**src/csr_defines.svh**
```systemverilog
// widths, CSR numbers, reset values and address fields of the CSR subsystem; include where used
`ifndef CSR_DEFINES_SVH
`define CSR_DEFINES_SVH

// datapath and bus widths
`define XLEN 32
`define NUM_HARTS 4
`define HART_IDX_W 2
`define CSR_NUM_W 12
`define AXI_ADDR_W 32

// enum widths used by csr_pkg
`define CSR_OP_W 3
`define FRONT_ST_W 2

// standard machine-mode CSR numbers
`define CSR_MSTATUS_ADDR 12'h300
`define CSR_MTVEC_ADDR 12'h305
`define CSR_MEPC_ADDR 12'h341
`define CSR_MCAUSE_ADDR 12'h342
`define CSR_MVENDORID_ADDR 12'hF11
`define CSR_MARCHID_ADDR 12'hF12
`define CSR_MHARTID_ADDR 12'hF14

// reset and identity values, mepc/mtvec/mcause come up as zero
`define MSTATUS_RESET 32'h0000_1800
`define MVENDORID_VALUE 32'h7973_7978
`define MARCHID_VALUE 32'd23060025

// host address layout, byte bits 1..0 unused
`define ADDR_CSR_LSB 2
`define ADDR_OP_LSB 14
`define ADDR_OP_W 2
`define ADDR_HART_LSB 16

// AXI response codes
`define AXI_RESP_OKAY 2'b00
`define AXI_RESP_SLVERR 2'b10

`endif

```
**src/csr_pkg.sv**
```systemverilog
// enum types shared by the CSR subsystem RTL and testbench, pulled in with a wildcard import
`include "csr_defines.svh"

package csr_pkg;

	// operation seen by a bank
	// write/set/clear match the address op field encodings 0..2
	// encoding 3 on the bus is turned into rsvd by the front end
	// read never appears on the bus, front end uses it for AR accesses
	typedef enum logic [`CSR_OP_W-1:0] {
		CSR_OP_WRITE = 3'd0,
		CSR_OP_SET   = 3'd1,
		CSR_OP_CLEAR = 3'd2,
		CSR_OP_RSVD  = 3'd3,
		CSR_OP_READ  = 3'd4
	} csr_op_e;

	// front end access sequence
	// idle   waiting for AW+W or AR
	// issue  one-cycle request pulse to the banks
	// wait   collector answer arrives, response already on the bus
	// resp   host back-pressure, response held
	typedef enum logic [`FRONT_ST_W-1:0] {
		ST_IDLE  = 2'd0,
		ST_ISSUE = 2'd1,
		ST_WAIT  = 2'd2,
		ST_RESP  = 2'd3
	} front_state_e;

endpackage

```
**src/csr_axil_front.sv**
```systemverilog
// AXI4-Lite slave front end; decodes hart, op and CSR number and pulses one request per access
`timescale 1ns/1ps
`include "csr_defines.svh"

module csr_axil_front
	import csr_pkg::*;
(
	input  logic                    clock,
	input  logic                    reset,
	// write address and data channels
	input  logic [`AXI_ADDR_W-1:0]  s_awaddr,
	input  logic                    s_awvalid,
	output logic                    s_awready,
	input  logic [`XLEN-1:0]        s_wdata,
	// strobes not decoded so partial writes act as full words
	input  logic [`XLEN/8-1:0]      s_wstrb,
	input  logic                    s_wvalid,
	output logic                    s_wready,
	// write response
	output logic [1:0]              s_bresp,
	output logic                    s_bvalid,
	input  logic                    s_bready,
	// read channels
	input  logic [`AXI_ADDR_W-1:0]  s_araddr,
	input  logic                    s_arvalid,
	output logic                    s_arready,
	output logic [`XLEN-1:0]        s_rdata,
	output logic [1:0]              s_rresp,
	output logic                    s_rvalid,
	input  logic                    s_rready,
	// request to the banks
	output logic [`NUM_HARTS-1:0]   req_valid,
	output csr_op_e                 req_op,
	output logic [`CSR_NUM_W-1:0]   req_csr,
	output logic [`XLEN-1:0]        req_wdata,
	// answer from the collector
	input  logic                    resp_valid,
	input  logic [`XLEN-1:0]        resp_data,
	input  logic                    resp_err
);

	front_state_e            state_q;
	logic                    is_write_q;
	logic [`HART_IDX_W-1:0]  hart_q;
	csr_op_e                 op_q;
	logic [`CSR_NUM_W-1:0]   csr_q;
	logic [`XLEN-1:0]        wdata_q;
	logic [`XLEN-1:0]        resp_data_q;
	logic                    resp_err_q;

	logic                    wr_go;
	logic                    rd_go;
	logic                    resp_live;
	logic                    resp_taken;
	logic                    out_err;
	logic [`XLEN-1:0]        out_data;

	// bus op field to bank op with encoding 3 as reserved
	function automatic csr_op_e decode_op(input logic [`ADDR_OP_W-1:0] field);
		case (field)
			2'd0:    decode_op = CSR_OP_WRITE;
			2'd1:    decode_op = CSR_OP_SET;
			2'd2:    decode_op = CSR_OP_CLEAR;
			default: decode_op = CSR_OP_RSVD;
		endcase
	endfunction

	// accept only when idle and let a write win over a same-cycle read
	assign wr_go = (state_q == ST_IDLE) && s_awvalid && s_wvalid;
	assign rd_go = (state_q == ST_IDLE) && s_arvalid && !(s_awvalid && s_wvalid);

	assign s_awready = wr_go;
	assign s_wready  = wr_go;
	assign s_arready = rd_go;

	// response is on the bus from the collector pulse until taken
	assign resp_live  = ((state_q == ST_WAIT) && resp_valid) || (state_q == ST_RESP);
	assign resp_taken = is_write_q ? s_bready : s_rready;

	always_ff @(posedge clock) begin
		if (reset) begin
			state_q    <= ST_IDLE;
			is_write_q <= 1'b0;
		end else begin
			case (state_q)
				ST_IDLE: begin
					if (wr_go) begin
						state_q    <= ST_ISSUE;
						is_write_q <= 1'b1;
					end else if (rd_go) begin
						state_q    <= ST_ISSUE;
						is_write_q <= 1'b0;
					end
				end
				ST_ISSUE: begin
					state_q <= ST_WAIT;
				end
				ST_WAIT: begin
					// accepted right away or held in resp
					if (resp_valid) begin
						state_q <= resp_taken ? ST_IDLE : ST_RESP;
					end
				end
				ST_RESP: begin
					if (resp_taken) begin
						state_q <= ST_IDLE;
					end
				end
				default: begin
					state_q <= ST_IDLE;
				end
			endcase
		end
	end

	// access fields captured at the handshake
	always_ff @(posedge clock) begin
		if (wr_go) begin
			hart_q  <= s_awaddr[`ADDR_HART_LSB +: `HART_IDX_W];
			csr_q   <= s_awaddr[`ADDR_CSR_LSB +: `CSR_NUM_W];
			op_q    <= decode_op(s_awaddr[`ADDR_OP_LSB +: `ADDR_OP_W]);
			wdata_q <= s_wdata;
		end else if (rd_go) begin
			// op field of a read address is ignored
			hart_q <= s_araddr[`ADDR_HART_LSB +: `HART_IDX_W];
			csr_q  <= s_araddr[`ADDR_CSR_LSB +: `CSR_NUM_W];
			op_q   <= CSR_OP_READ;
		end
		// keep the answer for back-pressure
		if ((state_q == ST_WAIT) && resp_valid) begin
			resp_data_q <= resp_data;
			resp_err_q  <= resp_err;
		end
	end

	// live collector answer in wait and the held copy afterwards
	assign out_data = (state_q == ST_RESP) ? resp_data_q : resp_data;
	assign out_err  = (state_q == ST_RESP) ? resp_err_q : resp_err;

	assign s_bvalid = resp_live && is_write_q;
	assign s_bresp  = out_err ? `AXI_RESP_SLVERR : `AXI_RESP_OKAY;
	assign s_rvalid = resp_live && !is_write_q;
	assign s_rresp  = out_err ? `AXI_RESP_SLVERR : `AXI_RESP_OKAY;
	assign s_rdata  = out_data;

	// one-hot request to the addressed hart in the issue cycle only
	always_comb begin
		req_valid = '0;
		if (state_q == ST_ISSUE) begin
			req_valid[hart_q] = 1'b1;
		end
	end

	assign req_op    = op_q;
	assign req_csr   = csr_q;
	assign req_wdata = wdata_q;

	// each accepted access gives exactly one single-hart pulse in the next cycle
	a_req_pulse: assert property (@(posedge clock) disable iff (reset)
		(wr_go || rd_go) |=> $onehot(req_valid) ##1 (req_valid == '0));

	// write response held with stable code until the host takes it
	a_b_hold: assert property (@(posedge clock) disable iff (reset)
		(s_bvalid && !s_bready) |=> (s_bvalid && $stable(s_bresp)));

endmodule

```
**src/csr_file.sv**
```systemverilog
// one hart's machine-mode CSR bank; answers a front end request and captures traps
`timescale 1ns/1ps
`include "csr_defines.svh"

module csr_file
	import csr_pkg::*;
#(
	parameter int unsigned HART_ID = 0
) (
	input  logic                   clock,
	input  logic                   reset,
	// one-cycle request, shared op/csr/data
	input  logic                   req_valid,
	input  csr_op_e                req_op,
	input  logic [`CSR_NUM_W-1:0]  req_csr,
	input  logic [`XLEN-1:0]       req_wdata,
	// trap capture for this hart
	input  logic                   trap_valid,
	input  logic [`XLEN-1:0]       trap_cause,
	input  logic [`XLEN-1:0]       trap_pc,
	// combinational answer in the request cycle
	output logic [`XLEN-1:0]       rd_data,
	output logic                   illegal
);

	logic [`XLEN-1:0] mstatus_q;
	logic [`XLEN-1:0] mepc_q;
	logic [`XLEN-1:0] mtvec_q;
	logic [`XLEN-1:0] mcause_q;
	logic [`XLEN-1:0] mhartid;

	logic             sel_mstatus;
	logic             sel_mepc;
	logic             sel_mtvec;
	logic             sel_mcause;
	logic             sel_mvendorid;
	logic             sel_marchid;
	logic             sel_mhartid;

	logic             is_read_only;
	logic             is_known;
	logic             is_write_op;
	logic             commit;
	logic [`XLEN-1:0] new_value;

	assign mhartid = HART_ID[`XLEN-1:0];

	// single decode of the CSR number
	assign sel_mstatus   = (req_csr == `CSR_MSTATUS_ADDR);
	assign sel_mepc      = (req_csr == `CSR_MEPC_ADDR);
	assign sel_mtvec     = (req_csr == `CSR_MTVEC_ADDR);
	assign sel_mcause    = (req_csr == `CSR_MCAUSE_ADDR);
	assign sel_mvendorid = (req_csr == `CSR_MVENDORID_ADDR);
	assign sel_marchid   = (req_csr == `CSR_MARCHID_ADDR);
	assign sel_mhartid   = (req_csr == `CSR_MHARTID_ADDR);

	assign is_read_only = sel_mvendorid | sel_marchid | sel_mhartid;
	assign is_known     = sel_mstatus | sel_mepc | sel_mtvec | sel_mcause | is_read_only;

	assign is_write_op = (req_op == CSR_OP_WRITE)
		|| (req_op == CSR_OP_SET)
		|| (req_op == CSR_OP_CLEAR);

	// old value, zero for an unknown number
	assign rd_data = ({`XLEN{sel_mstatus}} & mstatus_q)
		| ({`XLEN{sel_mepc}} & mepc_q)
		| ({`XLEN{sel_mtvec}} & mtvec_q)
		| ({`XLEN{sel_mcause}} & mcause_q)
		| ({`XLEN{sel_mvendorid}} & `MVENDORID_VALUE)
		| ({`XLEN{sel_marchid}} & `MARCHID_VALUE)
		| ({`XLEN{sel_mhartid}} & mhartid);

	// unknown number, write to identity CSR, or reserved op
	assign illegal = !is_known
		|| (is_read_only && is_write_op)
		|| (req_op == CSR_OP_RSVD);

	// read-modify-write value
	always_comb begin
		case (req_op)
			CSR_OP_SET:   new_value = rd_data | req_wdata;
			CSR_OP_CLEAR: new_value = rd_data & ~req_wdata;
			default:      new_value = req_wdata;
		endcase
	end

	assign commit = req_valid && is_write_op && !illegal;

	// bus-only registers
	always_ff @(posedge clock) begin
		if (reset) begin
			mstatus_q <= `MSTATUS_RESET;
			mtvec_q   <= '0;
		end else if (commit) begin
			if (sel_mstatus) begin
				mstatus_q <= new_value;
			end
			if (sel_mtvec) begin
				mtvec_q <= new_value;
			end
		end
	end

	// trap path, beats a same-cycle bus write
	always_ff @(posedge clock) begin
		if (reset) begin
			mepc_q   <= '0;
			mcause_q <= '0;
		end else if (trap_valid) begin
			mepc_q   <= trap_pc;
			mcause_q <= trap_cause;
		end else if (commit) begin
			if (sel_mepc) begin
				mepc_q <= new_value;
			end
			if (sel_mcause) begin
				mcause_q <= new_value;
			end
		end
	end

	// rejected request leaves state alone, only a trap may move mepc/mcause
	a_illegal_no_update: assert property (@(posedge clock) disable iff (reset)
		(req_valid && illegal) |=> ($stable(mstatus_q) && $stable(mtvec_q)
			&& ($past(trap_valid) || ($stable(mepc_q) && $stable(mcause_q)))));

endmodule

```
**src/csr_resp_collect.sv**
```systemverilog
// response collector; picks the addressed bank's answer and registers it as a one-cycle pulse
`timescale 1ns/1ps
`include "csr_defines.svh"

module csr_resp_collect (
	input  logic                              clock,
	input  logic                              reset,
	// request pulse, one bit per hart
	input  logic [`NUM_HARTS-1:0]             req_valid,
	// combinational bank answers
	input  logic [`NUM_HARTS-1:0][`XLEN-1:0]  rd_data,
	input  logic [`NUM_HARTS-1:0]             illegal,
	// to the front end, one cycle after the request
	output logic                              resp_valid,
	output logic [`XLEN-1:0]                  resp_data,
	output logic                              resp_err
);

	logic [`XLEN-1:0] sel_data;
	logic             sel_err;

	// and-or select on the request bits
	always_comb begin
		sel_data = '0;
		sel_err  = 1'b0;
		for (int i = 0; i < `NUM_HARTS; i++) begin
			if (req_valid[i]) begin
				sel_data = sel_data | rd_data[i];
				sel_err  = sel_err | illegal[i];
			end
		end
	end

	always_ff @(posedge clock) begin
		if (reset) begin
			resp_valid <= 1'b0;
		end else begin
			resp_valid <= |req_valid;
		end
	end

	// data and error stay put between requests
	always_ff @(posedge clock) begin
		if (|req_valid) begin
			resp_data <= sel_data;
			resp_err  <= sel_err;
		end
	end

	// the and-or select only works for a single addressed hart
	a_one_req: assert property (@(posedge clock) disable iff (reset)
		$onehot0(req_valid));

endmodule

```
**src/csr_subsys_top.sv**
```systemverilog
// top of the multi-hart CSR subsystem; host AXI4-Lite port plus per-hart trap inputs
`timescale 1ns/1ps
`include "csr_defines.svh"

module csr_subsys_top
	import csr_pkg::*;
(
	input  logic                              clock,
	input  logic                              reset,
	// AXI4-Lite slave
	input  logic [`AXI_ADDR_W-1:0]            s_awaddr,
	input  logic                              s_awvalid,
	output logic                              s_awready,
	input  logic [`XLEN-1:0]                  s_wdata,
	input  logic [`XLEN/8-1:0]                s_wstrb,
	input  logic                              s_wvalid,
	output logic                              s_wready,
	output logic [1:0]                        s_bresp,
	output logic                              s_bvalid,
	input  logic                              s_bready,
	input  logic [`AXI_ADDR_W-1:0]            s_araddr,
	input  logic                              s_arvalid,
	output logic                              s_arready,
	output logic [`XLEN-1:0]                  s_rdata,
	output logic [1:0]                        s_rresp,
	output logic                              s_rvalid,
	input  logic                              s_rready,
	// traps, one slice per hart
	input  logic [`NUM_HARTS-1:0]             trap_valid,
	input  logic [`NUM_HARTS-1:0][`XLEN-1:0]  trap_cause,
	input  logic [`NUM_HARTS-1:0][`XLEN-1:0]  trap_pc
);

	// front end to banks
	logic [`NUM_HARTS-1:0]             req_valid;
	csr_op_e                           req_op;
	logic [`CSR_NUM_W-1:0]             req_csr;
	logic [`XLEN-1:0]                  req_wdata;
	// banks to collector
	logic [`NUM_HARTS-1:0][`XLEN-1:0]  rd_data;
	logic [`NUM_HARTS-1:0]             illegal;
	// collector to front end
	logic                              resp_valid;
	logic [`XLEN-1:0]                  resp_data;
	logic                              resp_err;

	csr_axil_front i_front (
		.clock      (clock),
		.reset      (reset),
		.s_awaddr   (s_awaddr),
		.s_awvalid  (s_awvalid),
		.s_awready  (s_awready),
		.s_wdata    (s_wdata),
		.s_wstrb    (s_wstrb),
		.s_wvalid   (s_wvalid),
		.s_wready   (s_wready),
		.s_bresp    (s_bresp),
		.s_bvalid   (s_bvalid),
		.s_bready   (s_bready),
		.s_araddr   (s_araddr),
		.s_arvalid  (s_arvalid),
		.s_arready  (s_arready),
		.s_rdata    (s_rdata),
		.s_rresp    (s_rresp),
		.s_rvalid   (s_rvalid),
		.s_rready   (s_rready),
		.req_valid  (req_valid),
		.req_op     (req_op),
		.req_csr    (req_csr),
		.req_wdata  (req_wdata),
		.resp_valid (resp_valid),
		.resp_data  (resp_data),
		.resp_err   (resp_err)
	);

	// one bank per hart, mhartid from the loop index
	for (genvar i = 0; i < `NUM_HARTS; i++) begin : g_hart
		csr_file #(
			.HART_ID (i)
		) i_csr_file (
			.clock      (clock),
			.reset      (reset),
			.req_valid  (req_valid[i]),
			.req_op     (req_op),
			.req_csr    (req_csr),
			.req_wdata  (req_wdata),
			.trap_valid (trap_valid[i]),
			.trap_cause (trap_cause[i]),
			.trap_pc    (trap_pc[i]),
			.rd_data    (rd_data[i]),
			.illegal    (illegal[i])
		);
	end

	csr_resp_collect i_collect (
		.clock      (clock),
		.reset      (reset),
		.req_valid  (req_valid),
		.rd_data    (rd_data),
		.illegal    (illegal),
		.resp_valid (resp_valid),
		.resp_data  (resp_data),
		.resp_err   (resp_err)
	);

endmodule

```
**config.mk**
```make
export PLATFORM = sky130hd
export DESIGN_NAME = csr_subsys_top
export DESIGN_NICKNAME = d
export VERILOG_FILES = /design/src/csr_pkg.sv /design/src/csr_axil_front.sv /design/src/csr_file.sv /design/src/csr_resp_collect.sv /design/src/csr_subsys_top.sv
export VERILOG_INCLUDE_DIRS = /design/src
export SDC_FILE = /design/constraint.sdc
export NUM_CORES = 1
export LEC_CHECK = 0
export ABC_CLOCK_PERIOD_IN_PS = 3050
export BUFFER_PORTS_ARGS = -buffer_cell sky130_fd_sc_hd__buf_2
export CORE_MARGIN = 1.5
export CORE_UTILIZATION = 50
export DETAILED_ROUTE_END_ITERATION = 10
export MAX_ROUTING_LAYER = met4
export PLACE_DENSITY_LB_ADDON = 0.15
export SLEW_MARGIN = 20
export SYNTH_ARGS = -nofsm -noshare
export SYNTH_HDL_FRONTEND = slang
export SYNTH_HIERARCHICAL = 1
export SYNTH_SLANG_ARGS = --single-unit
```
**constraint.sdc**
```tcl
create_clock -name clock -period 3.05 [get_ports clock]
set_clock_uncertainty 0.05 [all_clocks]
set_input_delay 0.61 -clock clock [delete_from_list [all_inputs] [get_ports clock]]
set_output_delay 0.61 -clock clock [all_outputs]
set_load 0.03 [all_outputs]
```
==> run metrics, run 1 <==
ratio of cells with drive above 1 in the final layout 0.210; fmax 0.339 GHz; total track usage 0.394; most common cell after layout, fill and taps aside dfxtp_1; critical path class flop to flop; YS warnings 6; status finished clean; largest net degree at the start of global routing 96; max cap viols 0; startpoint type of the worst setup path flop; largest area contributor in the netlist dfxtp_1; core region area 73000 µm²; Cell Area, Synth 36900 µm²; Final ANT Viol Nets 0; Synth cell types 116; main area contributors after synthesis dfxtp_1 28%, edfxtp_1 9.4%, nand2_1 4.6%; most frequent cells in the layout 515 x dfxtp_1, 449 x nand2_1, 363 x buf_2, 311 x a21oi_1, 253 x nor2_1; PD cells 506 nW/µm²; Worst slew margin 0.203; Peak supply drop 0.372 mV; Pwr Total 0.0219 W; number of global-route vias before repair 33647; WP data required 3.47 ns; hold depth 1; Initial Util 0.505; RSZ-0062 raised after global routing no; Final Hold Vio Count 0; Syn Inst Count 4350; Num Clock Sinks 631; Clk pin slew, worst setup/hold paths 0.06 ns; GP Congestion 1.01; row count 99; # setup viols final 0; initial antenna violation count 3; Post-synth ARST share 0; fin. max-slew vios 0; average cell area after synthesis 8.48 µm²; Post-synth EDFFs 115; Worst Reg-to-Reg Cells 5; clk buf depth 3; top-area cell type share of the netlist area 0.280; final period utilization 0.966; Post-Place Cells 5507; TritonCTS clock tree yes; die area 75400 µm²; number of DRC markers in iteration 0 4637; Final min period 2.95 ns; sequential share of the synthesized area 0.374; DR pass1 iterations 6; crit end category flop; fin cells 5643; Yosys reg bits 631; grt total ovfl 0; die outline width 275 µm; # nets final 4993; DRT Wirelength 150000 µm; total negative slack 0 ns; port bufs 367; worst min-delay path class input pin to flop; Die Y 275 µm; hold slack 0.100 ns; Routed wire per std cell 26.5 µm; CTS Buf Count 73; placed cell area 40700 µm²; first-pass GRT wire length 219000 µm; critical path peak fanout 18; leak pwr 15.9 nW; CP arrival 3.37 ns; Clk Latency, worst-skew pair 0.63 ns; Final HPWL DP 104000 µm; root buffer cell clkbuf_16; top-level port count 408; Final Cell Area 43300 µm²; Via density 6.71; DR vias 37866; worst slew pin tran 1.19 ns; Top FF cell, synth dfxtp_1; CTS Hold Buffers Added 0; Layout area overhead 17.4%; # H-tree levels 3; Remaining DRCs 0
-- final timing paths --
kind | start | end | slack [ns]
setup / recovery | i_front/req_csr[7] | i_collect/resp_data[10] | 0.10
hold reg to reg | g_hart[1].i_csr_file/mtvec_q[16] | g_hart[1].i_csr_file/mtvec_q[16] | 0.40
setup reg to reg | i_front/req_csr[7] | i_collect/resp_data[10] | 0.10
hold / removal | s_wdata[7] | i_front/req_wdata[7] | 0.10
-- power breakdown --
group          internal [W]  switching (W)  leakage, nW
logic               0.00112        0.00206         9.35
clock network       0.00576        0.00372         1.25
registers           0.00885       0.000389         5.26
-- metrics by stage --
| stage | util | setup WS (ns) |
|---|---|---|
| after floorplan | - | 0.581 |
| after global placement | 0.558 | 0.184 |
| after detailed placement | 0.558 | 0.175 |
| after CTS | 0.593 | 0.161 |
| after global routing | 0.594 | 0.00200 |
| final | 0.594 | 0.103 |
-- layout make-up --
cell class	instances	area (µm²)
multi-input combinational	3156	20800
antenna	1	2.50
clock buffer	100	2100
inverter	118	443
clock inverter	32	453
tap	959	1200
fill	6565	29700
timing repair buffer	646	4530
sequential	631	13800
-- logic make-up after synthesis --
kind of cell              Yosys count  synth area share
xor gates and xnor gates           10           0.00238
DFF                               631             0.374
other                               1          0.000102
muxes                              53            0.0165
AOI/OAI and AO/OA                1614             0.315
and+or+nand+nor                  1477             0.225
buffers and inverters             564            0.0673
-- critical path, stage by stage (launching register included) --
cell and delay [ns]:
edfxtp_1 0.61, or4bb_1 0.86, buf_4 0.33, o21bai_1 0.56, a22oi_1 0.25, nand2_1 0.12
-- Yosys cell counts (57+ instances only) --
library cell and n:
a21oi_1 311, nor2_1 253, nand3_1 138, buf_2 99, o211ai_1 135, nand3b_1 105, a211oi_1 122, a221oi_1 91
a211o_1 106, inv_1 116, edfxtp_1 115, o21ai_0 211, dfxtp_1 516, nand2_1 449, nor3_1 57, a22oi_1 119
and3b_1 63, clkbuf_1 284
-- state kept, by name, summed over array words and instances, names as in the netlist, 2 cells and up --
signal and cells:
g_hart.i_csr_file/mcause_q 128, g_hart.i_csr_file/mepc_q 128, g_hart.i_csr_file/mstatus_q 128, g_hart.i_csr_file/mtvec_q 128, i_collect/resp_data 32, i_front/hart_q 2
i_front/req_csr 12, i_front/req_op 3, i_front/req_wdata 32, i_front/resp_data_q 32, i_front/state_q 2
-- metal layers --
metal / vias to the layer above / global-route usage / wire (µm)
li1: 17168 / - / -
met1: 18087 / 0.542 / 61900
met2: 2286 / 0.533 / 60200
met3: 325 / 0.110 / 20100
met4: 0 / 0.176 / 7510
met5: - / - / 0
-- timing repair --
item / in CTS / in global routing
setup endpoints to repair: 26 / 7
buffers inserted: 0 / 2
gates resized for setup: 2 / 5
Note: power is estimated with default switching activity, not from simulation.
==> inputs of run 2 (changes only) <==
- CORE_UTILIZATION: 50 -> 40
- CTS_CLUSTER_DIAMETER: unset -> 30
==> run 2 against run 1 <==
  * Non-clock buffer count grew 73
  * Hold slack worse by 0.053 ns
  * Critical path type unchanged
  * Fmax down 1.3%
==> run metrics, run 2 (same netlist as run 1, synthesis figures left out) <==
DR vias 38694 (was 37866); Num Clock Sinks 631 (unchanged); number of global-route vias before repair 35484 (was 33647); Final Hold Vio Count 0 (unchanged); total negative slack 0 ns (unchanged); # setup viols final 0 (unchanged); CP arrival 3.60 ns (was 3.37 ns); Routed wire per std cell 26.5 µm (about the same); Final min period 2.99 ns (was 2.95 ns); placed cell area 41400 µm² (was 40700 µm²); DRT Wirelength 162000 µm (was 150000 µm); fmax 0.335 GHz (was 0.339 GHz); max cap viols 0 (unchanged); sequential share of power 0.306 (was 0.422); worst min-delay path class input pin to flop (unchanged); crit end category flop (unchanged); Initial Util 0.403 (was 0.505); Worst path max stage delay 0.70 ns (was 0.86 ns); root buffer cell clkbuf_16 (unchanged); initial antenna violation count 6 (was 3); Combinational Power Share 0.110 (was 0.145); first-pass GRT wire length 237000 µm (was 219000 µm); DR pass1 iterations 8 (was 6); most common cell after layout, fill and taps aside dfxtp_1 (unchanged); most frequent cells in the layout 514 x dfxtp_1, 449 x nand2_1, 363 x buf_2, 311 x a21oi_1, 271 x buf_4 (was 515 x dfxtp_1, 449 x nand2_1, 363 x buf_2, 311 x a21oi_1, 253 x nor2_1); leak pwr 17.8 nW (was 15.9 nW); fin. max-slew vios 0 (unchanged); clock share of power 0.584 (was 0.433); status finished clean (unchanged); Buf/Inv on CP 1 (unchanged); core region area 91500 µm² (was 73000 µm²); Via density 6.33 (was 6.71); Sw Share 0.267 (was 0.282); WP data required 3.66 ns (was 3.47 ns); Final ANT Viol Nets 0 (unchanged); Final HPWL DP 114000 µm (was 104000 µm); critical path class flop to flop (unchanged); Switch Pwr 0.00810 W (was 0.00617 W); top-level port count 408 (unchanged); startpoint type of the worst setup path flop (unchanged); Die Y 307 µm (was 275 µm); GP Congestion 0.989 (was 1.01); worst slew pin tran 1.26 ns (was 1.19 ns); critical path peak fanout 19 (was 18); TritonCTS clock tree yes (unchanged); Clk Latency, worst-skew pair 0.76 ns (was 0.63 ns); ratio of cells with drive above 1 in the final layout 0.241 (was 0.210); row count 111 (was 99); grt total ovfl 0 (unchanged); Worst slew margin 0.160 (was 0.203); Remaining DRCs 0 (unchanged); PD cells 638 nW/µm² (was 506 nW/µm²); worst path cell trace and4bb_2 > buf_4 > nand2_1 > o221ai_1 > o211ai_1 > a221oi_1 (was or4bb_1 > buf_4 > o21bai_1 > a22oi_1 > nand2_1); Int Power 0.0222 W (was 0.0157 W); die outline width 307 µm (was 275 µm); Final Cell Area 47500 µm² (was 43300 µm²); CTS Buf Count 160 (was 73); # nets final 5153 (was 4993); Clk pin slew, worst setup/hold paths 0.04 ns (was 0.06 ns); total track usage 0.343 (was 0.394); Top delay family on crit path compound AO/OA/AOI/OAI gates (was simple AND/OR/NAND/NOR gates); Peak supply drop 0.568 mV (was 0.372 mV); # H-tree levels 4 (was 3); Max stage delay cell, worst path edfxtp_1 (was or4bb_1); port bufs 367 (unchanged); Layout area overhead 28.9% (was 17.4%); clk buf depth 3 (unchanged); largest net degree at the start of global routing 90 (was 96); die area 94000 µm² (was 75400 µm²); number of DRC markers in iteration 0 4817 (was 4637); final period utilization 0.979 (was 0.966)
[run 2: cell types whose count changed in the layout (fill, tap and decap cells not counted), sizes merged]
cell / delta
diode: +2
clkbuf: +117
clkinv: +24
dlygate4sd3: +29
buf: +44
inv: +7
clkinvlp: +11
bufinv: +6
[run 2: area by class of cell]
cell class | instances | area, µm²
fill | 8592 | 44000
multi-input combinational | 3156 | 20800
sequential | 631 | 13800
timing repair buffer | 719 | 5260
clock buffer | 217 | 4670
tap | 1186 | 1480
clock inverter | 80 | 1060
inverter | 118 | 443
antenna | 3 | 7.51
[run 2: power groups by stage]
stage	Clock (W)	Combinational, W	Sequential [W]
after floorplan	0	0.00187	0.00921
after global placement	0	0.00319	0.00939
after detailed placement	0	0.00320	0.00940
after CTS	0.0179	0.00325	0.00926
after global routing	0.0184	0.00352	0.00929
final	0.0177	0.00333	0.00928
[run 2: repair_timing]
| item | CTS | global route |
|---|---|---|
| gates resized for setup | 3 | 10 |
| buffers inserted | 0 | 2 |
| hold buffers | 29 | 0 |
| hold endpoints to repair | 29 | 0 |
| endpoints found under the setup margin | 31 | 38 |
[run 2: metal layers]
metal,global-route usage,vias up,share of wire
met5,-,-,0
met4,0.138,0,0.040
met3,0.0747,305,0.11
met2,0.471,2073,0.41
met1,0.484,18710,0.44
li1,-,17606,-
[run 2: worst paths after layout]
path                                                        end  depth (start not counted)                       startpoint  slack, ns
worst min register to register  g_hart[2].i_csr_file/mtvec_q[9]                          2  g_hart[2].i_csr_file/mtvec_q[9]       0.40
worst max-delay path            g_hart[3].i_csr_file/mepc_q[28]                          6               i_front/req_csr[9]       0.06
worst min-delay path            g_hart[2].i_csr_file/mepc_q[19]                          3                      trap_pc[83]       0.05
worst max register to register  g_hart[3].i_csr_file/mepc_q[28]                          6               i_front/req_csr[9]       0.06
[run 2: stage by stage]
| step | setup slack, ns | hold slack (ns) | cells | power [W] | util |
|---|---|---|---|---|---|
| 3_5_place_dp | 0.119 | 0.380 | 5779 | 0.0126 | 0.453 |
| 5_1_grt | -0.0106 | 0.0351 | 6110 | 0.0312 | 0.519 |
| 6_report | 0.0645 | 0.0474 | 6110 | 0.0303 | 0.519 |
| 3_3_place_gp | 0.185 | 0.373 | 5779 | 0.0126 | 0.453 |
| 4_1_cts | 0.0925 | 0.0112 | 6105 | 0.0304 | 0.518 |
| 2_1_floorplan | 0.581 | 0.370 | 4351 | 0.0111 | - |
[run 2: worst register-to-register path: stages (launching register included)]
cell and delay, ns:
edfxtp_1 0.70, and4bb_2 0.56, buf_4 0.37, nand2_1 0.25, o221ai_1 0.50, o211ai_1 0.16, a221oi_1 0.29
